--- src/verilog/tile_pkg.sv ---
`default_nettype none

package tile_pkg;

    // tile geometry
    localparam int TILE_DIM   = 16;
    localparam int COORD_W    = 4;
    localparam int GROUP_SIZE = 4;

    // wide enough for a signed x unsigned 8-bit product
    localparam int PRODUCT_W  = 17;

    typedef enum logic {
        sign_unsigned = 1'b0,
        sign_signed   = 1'b1
    } sign_mode_e;

    typedef enum logic {
        drain_idle = 1'b0,
        drain_busy = 1'b1
    } drain_state_e;

    // one nonzero weight and one nonzero activation
    typedef struct packed {
        logic [7:0]         weight;
        logic [1:0]         w_row;
        logic [1:0]         w_col;
        logic [7:0]         activation;
        logic [COORD_W-1:0] a_row;
        logic [COORD_W-1:0] a_col;
    } operand_beat_t;

    // beat 0 is the oldest
    typedef struct packed {
        operand_beat_t [GROUP_SIZE-1:0] beat;
    } operand_group_t;

    typedef struct packed {
        logic signed [PRODUCT_W-1:0] value;
        logic [COORD_W-1:0]          row;
        logic [COORD_W-1:0]          col;
    } product_t;

    // entry k is weight k mod 4 times activation k div 4
    typedef struct packed {
        product_t [GROUP_SIZE*GROUP_SIZE-1:0] entry;
    } product_group_t;

endpackage

`default_nettype wire

--- src/verilog/cartesian_multiply.sv ---
`default_nettype none
`timescale 1ns/100ps

module cartesian_multiply (
    input  logic                     clk,
    input  logic                     reset_n,
    input  tile_pkg::sign_mode_e     weight_sign,
    input  tile_pkg::sign_mode_e     act_sign,
    input  logic                     group_valid,
    output logic                     group_ready,
    input  tile_pkg::operand_group_t group,
    output logic                     prod_valid,
    input  logic                     prod_ready,
    output tile_pkg::product_group_t products
);

    localparam int NUM_PROD = tile_pkg::GROUP_SIZE * tile_pkg::GROUP_SIZE;
    localparam int OPND_W   = 8;
    localparam int EXT_W    = OPND_W + 1;

    tile_pkg::product_group_t next_products;
    logic                     w_signed;
    logic                     a_signed;

    assign w_signed    = weight_sign == tile_pkg::sign_signed;
    assign a_signed    = act_sign == tile_pkg::sign_signed;
    assign group_ready = !prod_valid || prod_ready;

    for (genvar k = 0; k < NUM_PROD; k++) begin : g_prod
        tile_pkg::operand_beat_t    w_beat;
        tile_pkg::operand_beat_t    a_beat;
        logic signed [EXT_W-1:0]    w_ext;
        logic signed [EXT_W-1:0]    a_ext;
        logic signed [2*EXT_W-1:0]  full;

        assign w_beat = group.beat[k % tile_pkg::GROUP_SIZE];
        assign a_beat = group.beat[k / tile_pkg::GROUP_SIZE];

        // one extra bit turns either mode into a signed multiply
        assign w_ext = {w_signed && w_beat.weight[OPND_W-1], w_beat.weight};
        assign a_ext = {a_signed && a_beat.activation[OPND_W-1], a_beat.activation};
        assign full  = w_ext * a_ext;

        assign next_products.entry[k].value = full[tile_pkg::PRODUCT_W-1:0];
        // output coordinate wraps around the tile
        assign next_products.entry[k].row =
            a_beat.a_row + tile_pkg::COORD_W'(w_beat.w_row);
        assign next_products.entry[k].col =
            a_beat.a_col + tile_pkg::COORD_W'(w_beat.w_col);
    end

    always_ff @(posedge clk or negedge reset_n) begin
        if (!reset_n) begin
            prod_valid <= 1'b0;
        end else if (group_ready) begin
            prod_valid <= group_valid;
        end
    end

    // held while the drain is busy
    always_ff @(posedge clk) begin
        if (group_valid && group_ready) begin
            products <= next_products;
        end
    end

endmodule

`default_nettype wire

--- config.mk ---
export PLATFORM = sky130hd
export DESIGN_NAME = cartesian_multiply
export DESIGN_NICKNAME = d
export VERILOG_FILES = /design/src/verilog/tile_pkg.sv /design/src/verilog/cartesian_multiply.sv
export SDC_FILE = /design/constraint.sdc
export NUM_CORES = 2
export LEC_CHECK = 0
export BUFFER_PORTS_ARGS = -buffer_cell sky130_fd_sc_hd__buf_2
export CORE_MARGIN = 2
export CORE_UTILIZATION = 63
export CTS_CLUSTER_SIZE = 24
export DETAILED_ROUTE_END_ITERATION = 12
export PLACE_DENSITY = 0.83
export SYNTH_ARGS = -nofsm -noshare
export SYNTH_HDL_FRONTEND = slang
export SYNTH_SLANG_ARGS = --single-unit
--- constraint.sdc ---
create_clock -name clk -period 12.65 [get_ports clk]
set_input_delay 1.265 -clock clk [delete_from_list [all_inputs] [get_ports clk]]
set_output_delay 1.265 -clock clk [all_outputs]
set_load 0.05 [all_outputs]
==> impl_metrics.csv <==
group,metric,value,unit
sta,slew-limit-headroom,0.235,
clock_tree,postCtsHoldBufs,0,
final_layout,fin_area,66900,sq um
critical_path,regToRegSetupSlack,9430,ps
power_and_ir_drop,total_power,13.8,mW
critical_path,crit_path_start,"group[83]",
global_route,grt_max_degree,169,
power_and_ir_drop,ir_drop,249,uV
logic_synthesis,ys.flop_type,"edfxtp_1",
final_layout,area_growth,8.38,%
floorplanning,die_width,317,um
critical_path,critPathLaunchType,"primary input",
clock_tree,numCtsBuffers,51,
sta,skew,21.4,ps
global_route,grt_pass1_wl,244000,um
critical_path,reg2reg_to,"products[218]",
clock_tree,cts_tree,"yes",
critical_path,critPathCaptureType,"register",
global_route,grt_util_all_layers,0.311,
global_route,grt_overflow_total,0,
final_layout,final.fill_count,7253,
critical_path,cp_max_fo,47,
logic_synthesis,ys_types,55,
final_layout,drive_above_1_share,0.111,
clock_tree,cts_max_path_buffers,3,
floorplanning,core,97000,sq um
detailed_routing,via_count,43100,
floorplanning,die_h,317,um
final_layout,layout_common_cells,"inv_1, fa_1, nand2_1",
placed_design,dpl_cell_area,65200,sq um
sta,fin_tns_setup,0,ps
clock_tree,cts.sinks,401,
logic_synthesis,syn_inst,6136,
detailed_routing,routed_via_density,5.53,
logic_synthesis,synthTopCellsByArea,"fa_1, edfxtp_1, ha_1, inv_1, and2_1",
sta,whs,394,ps
sta,worst_slew_pin_slew,1150,ps
final_layout,layout_commonest_cell,"inv_1",
detailed_routing,drt_iter0_drc,2939,
final_layout,seq_area,12000,sq um
detailed_routing,dr.pass1.iters,5,
sta,maxSlewViolCount,0,
power_and_ir_drop,p_leak,34.1,nW
logic_synthesis,syn-cell-area,61800,sq um
sta,max_freq,144,MHz
global_route,grt_pass1_vias,47300,
sta,hold_viol,0,
clock_tree,postCtsSetupBuffers,0,
detailed_routing,drt_wl_total,150000,um
sta,rsz0062_at_grt,"false",
logic_synthesis,synth_nets,7982,
run,maxCapViolations,0,
critical_path,critPathKind,"primary input to register",
worst_hold_path,hp-class,"primary input to async pin",
floorplanning,floorplan.initialDensity,0.637,
final_layout,fin_nets,8307,
detailed_routing,ant_nets,0,
critical_path,critPathRequiredTime,13020,ps
logic_synthesis,synth_edf_count,400,
floorplanning,row_count,114,
logic_synthesis,ys_warn_count,0,
logic_synthesis,yosysTopAreaCell,"fa_1",
critical_path,crit_path_end,"products[74]",
clock_tree,path_clk_slew,60,ps
final_layout,multi_input_area,43300,sq um
detailed_routing,drt-wirelength-per-cell,19.2,um
critical_path,critical_path_arrival,7300,ps
detailed_routing,drc,0,
logic_synthesis,yosysTopAreaCellShare,0.358,
clock_tree,clock_latency,650,ps
floorplanning,dieArea,101000,sq um
logic_synthesis,avgSynthCellArea,10.1,sq um
run_status,status,"complete, no violations",
floorplanning,ios,520,
power_and_ir_drop,power_density,206,nW/um^2
placed_design,io_buffers,519,
logic_synthesis,ys_ff_latch,401,
placed_design,dp_hpwl,111000,um
global_route,antenna_found_initial,19,
sta,finalCritPeriodShare,0.548,
logic_synthesis,synth-seq-area-share,0.195,
sta,finalSetupViolCount,0,
clock_tree,htree_levels,2,
sta,period_needed,6930,ps
logic_synthesis,async_reset_ff_frac,0.00249,
clock_tree,post_cts_resized,0,
critical_path,crit-reg2reg-launch,"prod_valid",
critical_path,ff2ff_path_depth,4,
clock_tree,cts_root_buffer,"clkbuf_16",
placed_design,place_congestion,0.879,
[stage by stage]
step,std cells,utilization,worst slack [ps]
after floorplan,6136,-,1020
after global placement,7684,0.672,5240
after detailed placement,7684,0.672,5100
after CTS,7779,0.690,5790
after global routing,7783,0.690,5450
final,7785,0.690,5720
[metal layers]
| layer | wire (um) | part of all wire | up-vias | track usage |
|---|---|---|---|---|
| met5 | 118 | 0.00079 | - | 0 |
| met4 | 7530 | 0.050 | 20 | 0.142 |
| met3 | 13800 | 0.092 | 438 | 0.0696 |
| met2 | 72700 | 0.49 | 1740 | 0.519 |
| met1 | 55400 | 0.37 | 21700 | 0.388 |
| li1 | - | - | 19100 | - |
[kinds of logic after synthesis]
group	Yosys count	share of synthesized area
adders and majority gates	1728	0.484
buffers and inverters	1725	0.105
and+or+nand+nor	1574	0.123
DFF	401	0.195
AOI/OAI and AO/OA	384	0.0471
xor gates and xnor gates	324	0.0459
[power by group]
part / total [mW] / internal [mW] / leakage (nW) / switching, mW
clock network: 1.51 / 0.875 / 0.824 / 0.638
registers: 2.46 / 2.30 / 3.83 / 0.155
logic: 9.79 / 3.78 / 29.4 / 6.01
total: 13.8 / 6.96 / 34.1 / 6.80
[synthesized netlist by cell type (4+ instances only)]
cell and n:
a211oi_1 13, a21oi_1 70, o21ai_0 57, o31ai_1 4, o21bai_1 7, nand3_1 9
o211ai_1 10, a31oi_1 7, a211o_1 5, o31ai_4 4, buf_1 7, o21ai_1 11
and3_1 21, inv_1 1434, xnor2_1 282, o221a_2 9, ha_1 624, clkbuf_1 283
nor2b_1 29, or3_1 14, fa_1 1104, edfxtp_1 400, a21oi_2 5, and2_1 519
xor2_1 42, o2111ai_1 4, o21a_1 44, a2111oi_4 9, nor3_1 11, nor2_1 189
nand2_1 705, nor4_1 6, or2_2 43, nand2b_1 15, or4_1 8, a21o_1 80
o31ai_2 9, o41ai_1 4, a21boi_1 4, a22oi_1 5
[how the worst min path moves through the flow]
stage	start	endpoint	slack, ps	depth (start not counted)
6_report	reset_n	prod_valid	390	1
5_1_grt	reset_n	prod_valid	370	1
4_1_cts	reset_n	prod_valid	360	1
3_5_place_dp	prod_valid	prod_valid	520	2
3_3_place_gp	prod_valid	prod_valid	500	2
2_1_floorplan	reset_n	prod_valid	970	0
[registers in the layout, indices dropped and copies added (netlist names)]
signal and flops:
products 400, prod_valid 1
[critical path: stages]
cell and delay (ps):
buf_2 140, buf_4 430, and2_1 920, nand2_1 310, fa_1 610, inv_1 60
fa_1 480, fa_1 550, inv_1 50, fa_1 450, fa_1 510, inv_1 40
ha_1 300, o21a_1 170, a2111oi_4 420, o31ai_2 130, a21o_1 210, a21oi_2 150
xnor2_1 80
[area by class of cell]
class / instances / share of cell area
clock inverter: 32 / 0.00566
tap: 1276 / 0.0238
multi-input combinational: 4010 / 0.646
timing repair buffer: 563 / 0.0441
clock buffer: 63 / 0.0197
antenna: 6 / 0.000224
inverter: 1434 / 0.0804
sequential: 401 / 0.180
Note: power is estimated with default switching activity, not from simulation.
