### config.mk
export PLATFORM = sky130hd
export DESIGN_NAME = operand_gather
export DESIGN_NICKNAME = d
export VERILOG_FILES = /design/src/verilog/tile_pkg.sv /design/src/verilog/operand_gather.sv
export SDC_FILE = /design/constraint.sdc
export NUM_CORES = 1
export LEC_CHECK = 0
export ABC_AREA = 1
export CAP_MARGIN = 20
export CORE_MARGIN = 8
export CORE_UTILIZATION = 50
export CTS_BUF_LIST = sky130_fd_sc_hd__clkbuf_2
export DETAILED_ROUTE_END_ITERATION = 7
export DONT_BUFFER_PORTS = 1
export HOLD_SLACK_MARGIN = 0.02
export PLACE_DENSITY_LB_ADDON = 0.3
export SKIP_LAST_GASP = 1
export SYNTH_ARGS = -nofsm -noshare
export SYNTH_HDL_FRONTEND = slang
export SYNTH_SLANG_ARGS = --single-unit
### constraint.sdc
create_clock -name clk -period 3.4 [get_ports clk]
set_input_delay 0.68 -clock clk [delete_from_list [all_inputs] [get_ports clk]]
set_output_delay 0.68 -clock clk [all_outputs]
set_load 0.05 [all_outputs]
### src/verilog/tile_pkg.sv
`default_nettype none

package tile_pkg;

    // tile geometry
    localparam int TILE_DIM   = 16;
    localparam int COORD_W    = 4;
    localparam int GROUP_SIZE = 4;

    // wide enough for a signed x unsigned 8-bit product
    localparam int PRODUCT_W  = 17;

    typedef enum logic {
        sign_unsigned = 1'b0,
        sign_signed   = 1'b1
    } sign_mode_e;

    typedef enum logic {
        drain_idle = 1'b0,
        drain_busy = 1'b1
    } drain_state_e;

    // one nonzero weight and one nonzero activation
    typedef struct packed {
        logic [7:0]         weight;
        logic [1:0]         w_row;
        logic [1:0]         w_col;
        logic [7:0]         activation;
        logic [COORD_W-1:0] a_row;
        logic [COORD_W-1:0] a_col;
    } operand_beat_t;

    // beat 0 is the oldest
    typedef struct packed {
        operand_beat_t [GROUP_SIZE-1:0] beat;
    } operand_group_t;

    typedef struct packed {
        logic signed [PRODUCT_W-1:0] value;
        logic [COORD_W-1:0]          row;
        logic [COORD_W-1:0]          col;
    } product_t;

    // entry k is weight k mod 4 times activation k div 4
    typedef struct packed {
        product_t [GROUP_SIZE*GROUP_SIZE-1:0] entry;
    } product_group_t;

endpackage

`default_nettype wire

### src/verilog/operand_gather.sv
`default_nettype none
`timescale 1ns/100ps

module operand_gather (
    input  logic                     clk,
    input  logic                     reset_n,
    input  logic                     in_valid,
    output logic                     in_ready,
    input  tile_pkg::operand_beat_t  in_beat,
    output logic                     group_valid,
    input  logic                     group_ready,
    output tile_pkg::operand_group_t group,
    output logic                     gathering
);

    localparam int CNT_W = $clog2(tile_pkg::GROUP_SIZE);

    logic [CNT_W-1:0] beat_cnt;
    logic             beat_accept;
    logic             last_beat;

    // stall only while a full group waits on the multiplier
    assign in_ready    = !group_valid || group_ready;
    assign beat_accept = in_valid && in_ready;
    assign last_beat   = beat_cnt == CNT_W'(tile_pkg::GROUP_SIZE - 1);
    assign gathering   = beat_cnt != '0;

    always_ff @(posedge clk or negedge reset_n) begin
        if (!reset_n) begin
            beat_cnt    <= '0;
            group_valid <= 1'b0;
        end else begin
            if (group_valid && group_ready) begin
                group_valid <= 1'b0;
            end
            if (beat_accept) begin
                // counter wraps to zero on the fourth beat
                beat_cnt <= beat_cnt + CNT_W'(1);
                if (last_beat) begin
                    group_valid <= 1'b1;
                end
            end
        end
    end

    // new beats enter at the top, so the oldest ends up in beat 0
    always_ff @(posedge clk) begin
        if (beat_accept) begin
            group.beat <= {in_beat, group.beat[tile_pkg::GROUP_SIZE-1:1]};
        end
    end

endmodule

`default_nettype wire

==> summary.md, run 1 <==
| Metric | Value |
|---|---|
| Status | completed |
| Synth Area in Simple Gates | 1.56% |
| Area leader, netlist | edfxtp_1 |
| Yosys reg bits | 115 |
| Slowest stage delay, CP | 0.40 ns |
| CP delay by family, top | flip-flops |
| Pins Over Slew Limit | 0 |
| Fillers | 533 |
| Layout Skew | 0.0243 ns |
| CP most frequent cell | inv_1 |
| Crit start category | flip-flop |
| Main combinational cell family by area after synthesis | simple AND/OR/NAND/NOR gates |
| Critical path buffers and inverters | 2 |
| Synth top area cells | edfxtp_1 95%, dfrtp_1 2.1%, ha_1 0.71% |
| Port Buf Inserts | 0 |
| CTS Buffer Depth | 2 |
| CP Capture Type | primary output |
| Pre-CTS setup slack | 1.28 ns |
| Final WS setup | 1.16 ns |
| Slowest cell on the critical path | dfrtp_1 |
| Initial Util | 51.8% |
| Mux cell area share after synthesis | 0% |
| Most common cell in the netlist | edfxtp_1 |
| Vias in the first global route | 1347 |
| Final period utilization | 65.9% |
| RSZ-0062 raised after global routing | false |
| Final setup vio count | 0 |
| Sequential share of power | 74.4% |
| Max-cap violations | 0 |
| Synth warn | 0 |
| DRC Markers | 0 |
| Worst hold path type | input port to flip-flop |
| Cell area after placement | 3680 um2 |
| Synth Area in Adders | 0.707% |
| Cells after Synth | 132 |
| Core footprint | 6830 um2 |
| Peak supply drop | 386 uV |
| Io pins | 147 |
| Routed WL per cell | 23.3 um |
| GRT Total Usage | 12.1% |
| Pre-Repair DR Iteration Count | 5 |
| Setup TNS | 0 ns |
| NetSw | 1190 uW |
| Synth top cells by count | 112 x edfxtp_1, 6 x nand2_1, 4 x inv_1, 3 x dfrtp_1 |
| EDFF count, synth | 112 |
| Rows | 30 |
| Antenna Violating Nets Remaining | 0 |
| Synthesized net count | 166 |
| Async S/R FF share, synth | 2.61% |
| Complex-gate fraction of the synthesized area | 0% |
| Largest net degree at the start of global routing | 72 |
| HPWL Detailed | 4.37 mm |
| TritonCTS buffer count | 17 |
| CP Class | flip-flop to primary output |
| CTS sink cnt | 115 |
| Highest clock rate | 446 MHz |
| Min Clock Period, post-route | 2.24 ns |
| Synth top area share | 95.1% |
| Netlist cell types | 8 |
| Post-Synth XOR/XNOR Area | 0% |
| Clock power share | 21.3% |
| GP Congestion | 0.651 |
| Design area | 3870 um2 |
| Share of layout cells above drive strength 1 | 19.2% |
| Drt first-iter violations | 32 |
| Fin nets | 188 |
| Sequential area share after synthesis | 97.2% |
| Pleak | 0.00133 uW |
| H-tree levels | 4 |
| Final hold vios | 0 |
| First-pass GRT wire length | 8.32 mm |
| Skew-Pair Late Insertion Delay | 0.59 ns |
| Top FF cell, synth | edfxtp_1 |
| Via count | 1306 |
| Critical Path RT | 2.72 ns |
| P_int | 2070 uW |
| Antenna diodes | 0 |
| Power Density | 843 nW/um2 |
| Syn_area_per_cell | 26.8 um2 |
| Die ar. | 10000 um2 |
| Initial antenna violation count | 0 |
| Worst-path clk slew | 0.16 ns |
| Worst slew pin tran | 0.830 ns |
| Die X-Extent | 100 um |
| Die H | 100 um |
| Drt via density | 4.97 |
| Max_slew headroom | 44.7% |
| Switching share of power | 36.4% |
| Area growth, synth to finish | 9.30% |
| CP max FO | 3 |
| Grt total ovfl | 0 |
| Clock root cell | clkbuf_2 |
| CP arrival | 1.56 ns |
| CP cell instances | inv_1 -> ha_1 -> inv_1 |
| Post-CTS setup buffers | 0 |
| Combinational share of power | 4.3% |
| Area of the mapped netlist | 3540 um2 |
| CTS tree | done |
| Final wirelength | 6.12 mm |
-- sequential cells by signal (all words and copies together), names as in the netlist --
name	flops
group	112
beat_cnt	2
group_valid	1
-- power by group through the flow --
stage / Clock [uW] / Sequential [uW] / Combinational (uW)
final: 693 / 2430 / 141
after global routing: 778 / 2450 / 156
after CTS: 731 / 2440 / 143
after detailed placement: 0 / 2470 / 141
after global placement: 0 / 2460 / 132
after floorplan: 0 / 2420 / 113
-- what timing repair did --
action	4_1_cts	5_1_grt
hold buffers	1	0
resized for setup	0	0
hold endpoints to repair	3	0
-- layout by cell type (no fill, tap or decap), types with 2 or more instances in the layout --
| master | instances |
|---|---|
| edfxtp_1 | 112 |
| clkbuf_2 | 22 |
| nand2_1 | 6 |
| clkinv_1 | 6 |
| inv_1 | 3 |
| dfrtp_1 | 3 |
| nand2_4 | 2 |
| clkinvlp_4 | 2 |
| nand3_1 | 2 |
| ha_1 | 2 |
| clkinv_2 | 2 |
| buf_4 | 2 |
-- metal layers --
metal / vias to the layer above / share of wire (%) / wire, um / GRT usage [%]
met5: - / 0 / 0 / 0
met4: 0 / 1.3 / 82 / 6.40
met3: 9 / 13 / 822 / 10.2
met2: 87 / 53 / 3220 / 19.9
met1: 647 / 33 / 2000 / 9.76
li1: 563 / - / - / -
-- kinds of logic after synthesis --
logic type / Yosys count
flops: 115
fa+ha+maj: 2
buf+inv: 5
simple gates: 10
-- area by class of cell --
type | instances | area [um2] | area share [%]
flip-flops and latches | 115 | 3440 | 88.9
repair buffers | 3 | 25.0 | 0.647
well taps | 96 | 120 | 3.11
inverters | 5 | 22.5 | 0.583
clock inverters | 10 | 70.1 | 1.81
multi-input cells | 12 | 80.1 | 2.07
clock buffers | 22 | 110 | 2.85
-- through the flow --
| step | util (%) | instances | hold WS (ns) | power, uW |
|---|---|---|---|---|
| final | 56.6 | 263 | 0.166 | 3260 |
| after global routing | 56.6 | 263 | 0.0466 | 3380 |
| after CTS | 56.6 | 263 | 0.0701 | 3310 |
| after detailed placement | 53.8 | 230 | 0.385 | 2610 |
| after global placement | 53.8 | 230 | 0.384 | 2590 |
| after floorplan | - | 132 | 0.384 | 2540 |
-- worst paths after layout --
kind / depth (start not counted) / to / startpoint / slack [ns]
max: 3 / gathering / beat_cnt[0] / 1.16
min: 0 / group[111] / in_beat[27] / 0.17
max reg2reg: 4 / group[37] / group_valid / 1.28
min reg2reg: 2 / beat_cnt[0] / beat_cnt[0] / 0.55
max in group asynchronous: 1 / group_valid / reset_n / 2.91
min in group asynchronous: 1 / beat_cnt[0] / reset_n / 0.33
Power figures use the tool's default switching activity.
==> run 2, diff against run 1 <==
==> constraint.sdc (replaced) <==
create_clock -name clk -period 2.1 [get_ports clk]
set_input_delay 0.42 -clock clk [delete_from_list [all_inputs] [get_ports clk]]
set_output_delay 0.42 -clock clk [all_outputs]
set_load 0.05 [all_outputs]
==> run 2 against run 1 <==
Net effect: sequential power is 61% higher; clock-buffer cell count is 2 lower; combinational power grew to 2.5 times the previous value; global-route usage is 0.86 points higher; cell count is 13% higher; cell area is 12% higher; register-to-register slack worse by 0.72 ns; setup slack worse by 0.99 ns; critical endpoint unchanged; largest cell class unchanged.
==> summary.md, run 2 (same netlist as run 1, synthesis figures left out) <==
| Metric | Value |
|---|---|
| Met2 usage | 21.9% (+1.9 points) |
| Combinational share of power | 6.2% (+1.9 points) |
| Initial antenna violation count | 0 (unchanged) |
| Max_slew headroom | 62.7% (+18 points) |
| Final hold vios | 0 (unchanged) |
| Io pins | 147 (unchanged) |
| Clock power share | 26.1% (+4.8 points) |
| Rows | 30 (unchanged) |
| Port Buf Inserts | 0 (unchanged) |
| CP Capture Type | primary output |
| CTS tree | done |
| Final setup vio count | 0 (unchanged) |
| Total power | 5770 uW (+77%) |
| Initial Util | 51.8% (unchanged) |
| Largest net degree at the start of global routing | 53 (-26%) |
| Antenna diodes | 0 (unchanged) |
| CTS sink cnt | 115 (unchanged) |
| Met3 Track Usage GR | 9.20% (-1.0 points) |
| Commonest non-fill, non-tap cells in the layout | 112 x edfxtp_1, 32 x dlygate4sd3_1, 20 x clkbuf_2 |
| GP Congestion | 0.665 (+2.2%) |
| Area growth, synth to finish | 21.9% |
| Utilization after layout | 63.1% (+6.5 points) |
| Worst-path clk slew | 0.16 ns (about the same) |
| Biggest regs | group x112, beat_cnt x2, group_valid x1 |
| Peak supply drop | 803 uV (+110%) |
| Fillers | 483 (-9.4%) |
| Design area | 4310 um2 (+12%) |
| Skew-Pair Late Insertion Delay | 0.57 ns (-0.02 ns) |
| GRT Total Usage | 13.0% (+0.86 points) |
| Highest clock rate | 518 MHz |
| Share of layout cells above drive strength 1 | 20.0% (+0.84 points) |
| Pleak | 0.00151 uW (+13%) |
| Worst hold path type | input port to flip-flop |
| Via count | 1436 (+10%) |
| Die X-Extent | 100 um (unchanged) |
| H-tree levels | 4 (unchanged) |
| P_int | 3790 uW (+83%) |
| Grt total ovfl | 0 (unchanged) |
| RSZ-0062 raised after global routing | false |
| Antenna Violating Nets Remaining | 0 (unchanged) |
| Max FFs per register | 112 (unchanged) |
| Layout Skew | 0.0198 ns (-0.00450 ns) |
| Crit start category | flip-flop |
| Min Clock Period, post-route | 1.93 ns |
| Sequential share of power | 67.7% (-6.7 points) |
| Final WS setup | 0.170 ns (-0.988 ns) |
| Reg-to-reg setup timing slack | 0.56 ns (-0.72 ns) |
| Pre-Repair DR Iteration Count | 4 (-1) |
| Power Density | 1340 nW/um2 (+59%) |
| Pins Over Slew Limit | 0 (unchanged) |
| CTS Buffer Depth | 2 (unchanged) |
| CP cell instances | inv_1 -> ha_1 -> clkinvlp_4 |
| Worst slew pin tran | 0.559 ns (-0.271 ns) |
| Final period utilization | 91.9% |
| CP Class | flip-flop to primary output |
| Final wirelength | 6.39 mm (+4.4%) |
| NetSw | 1980 uW (+67%) |
| Clock root cell | clkbuf_2 |
| Drt via density | 4.85 (-2.3%) |
| TritonCTS buffer count | 17 (unchanged) |
| Met1 Usage GRT | 11.2% (+1.4 points) |
| CP max FO | 2 (-1) |
| Most common cell after layout, fill and taps aside | edfxtp_1 |
| Core footprint | 6830 um2 (unchanged) |
| Max-cap violations | 0 (unchanged) |
| First-pass GRT wire length | 9.09 mm (+9.3%) |
| Vias in the first global route | 1525 (+13%) |
| Slowest stage delay, CP | 0.41 ns (about the same) |
| Fin nets | 221 (+18%) |
| Switching share of power | 34.3% (-2.1 points) |
| HPWL Detailed | 4.50 mm (+2.9%) |
| Die H | 100 um (unchanged) |
| Largest Register | group |
| Status | completed |
| Drt first-iter violations | 51 (+59%) |
| Critical Path RT | 1.68 ns (-1.04 ns) |
| CP arrival | 1.51 ns (-0.05 ns) |
| Die ar. | 10000 um2 (unchanged) |
| DRC Markers | 0 (unchanged) |
| Cell area after placement | 3720 um2 (+1.2%) |
| Routed WL per cell | 21.6 um (-7.3%) |
| Slowest cell on the critical path | dfrtp_1 |
| Pre-CTS setup slack | 0.557 ns (-0.725 ns) |
| Fin cells | 296 (+13%) |
| Cells after DPL | 231 (+0.43%) |
| Busiest grt layer | met2 |
==> run 2: changes by cell type in the layout (fill, tap and decap cells not counted), sizes merged <==
cell / change
buf: +2
bufinv: +3
clkbuf: -2
clkinv: -2
clkinvlp: +2
dlygate4sd3: +31
inv: -1
==> run 2: critical path: cells and delay by family (launching register included) <==
family | cells | cell delay (ns)
flip-flops | 1 | 0.41
buffers and inverters | 2 | 0.33
adder cells (fa/ha/maj) | 1 | 0.20
==> run 2: through the flow <==
step | hold WS, ns | TNS, ns
floorplan | 0.124 | -81.75
global placement | 0.125 | 0
detailed placement | 0.124 | 0
CTS | 0.0202 | 0
global route | 0.332 | 0
finish | 0.453 | 0
==> run 2: path summary, 6_finish.rpt <==
path / start / to / cells after the start
hold reg to reg: beat_cnt[1] / beat_cnt[1] / 2
max in group asynchronous: reset_n / group_valid / 2
min in group asynchronous: reset_n / beat_cnt[0] / 2
setup reg to reg: group_valid / group[41] / 4
hold / removal: in_beat[26] / group[110] / 1
setup / recovery: beat_cnt[0] / gathering / 3
==> run 2: per-layer routing <==
| layer | wire length (um) | vias to the layer above |
|---|---|---|
| met5 | 0 | - |
| met4 | 108 | 0 |
| met3 | 700 | 8 |
| met2 | 3570 | 86 |
| met1 | 2010 | 711 |
| li1 | - | 631 |
==> run 2: layout make-up <==
cell class	count	area, um2	area share [%]
Timing Repair Buffer	36	375	8.70
Multi-Input combinational cell	12	88.8	2.06
Inverter	5	26.3	0.609
Clock buffer	20	100	2.32
Tap cell	96	120	2.79
Sequential cell	115	3440	79.8
Clock inverter	12	163	3.77
==> run 2: timing repair <==
item / 4_1_cts / 5_1_grt
resized for setup: 0 / 1
hold endpoints to repair: 34 / 1
hold buffers: 31 / 1
setup endpoints to repair: 0 / 1
buffers inserted: 0 / 1
==> run 2: power by group through the flow <==
stage                     Clock [uW]  Sequential, uW  Combinational, uW
after detailed placement           0            3980                283
after CTS                       1560            3930                333
final                           1510            3910                356
after floorplan                    0            3930                186
after global placement             0            3970                267
after global routing            1660            3940                389
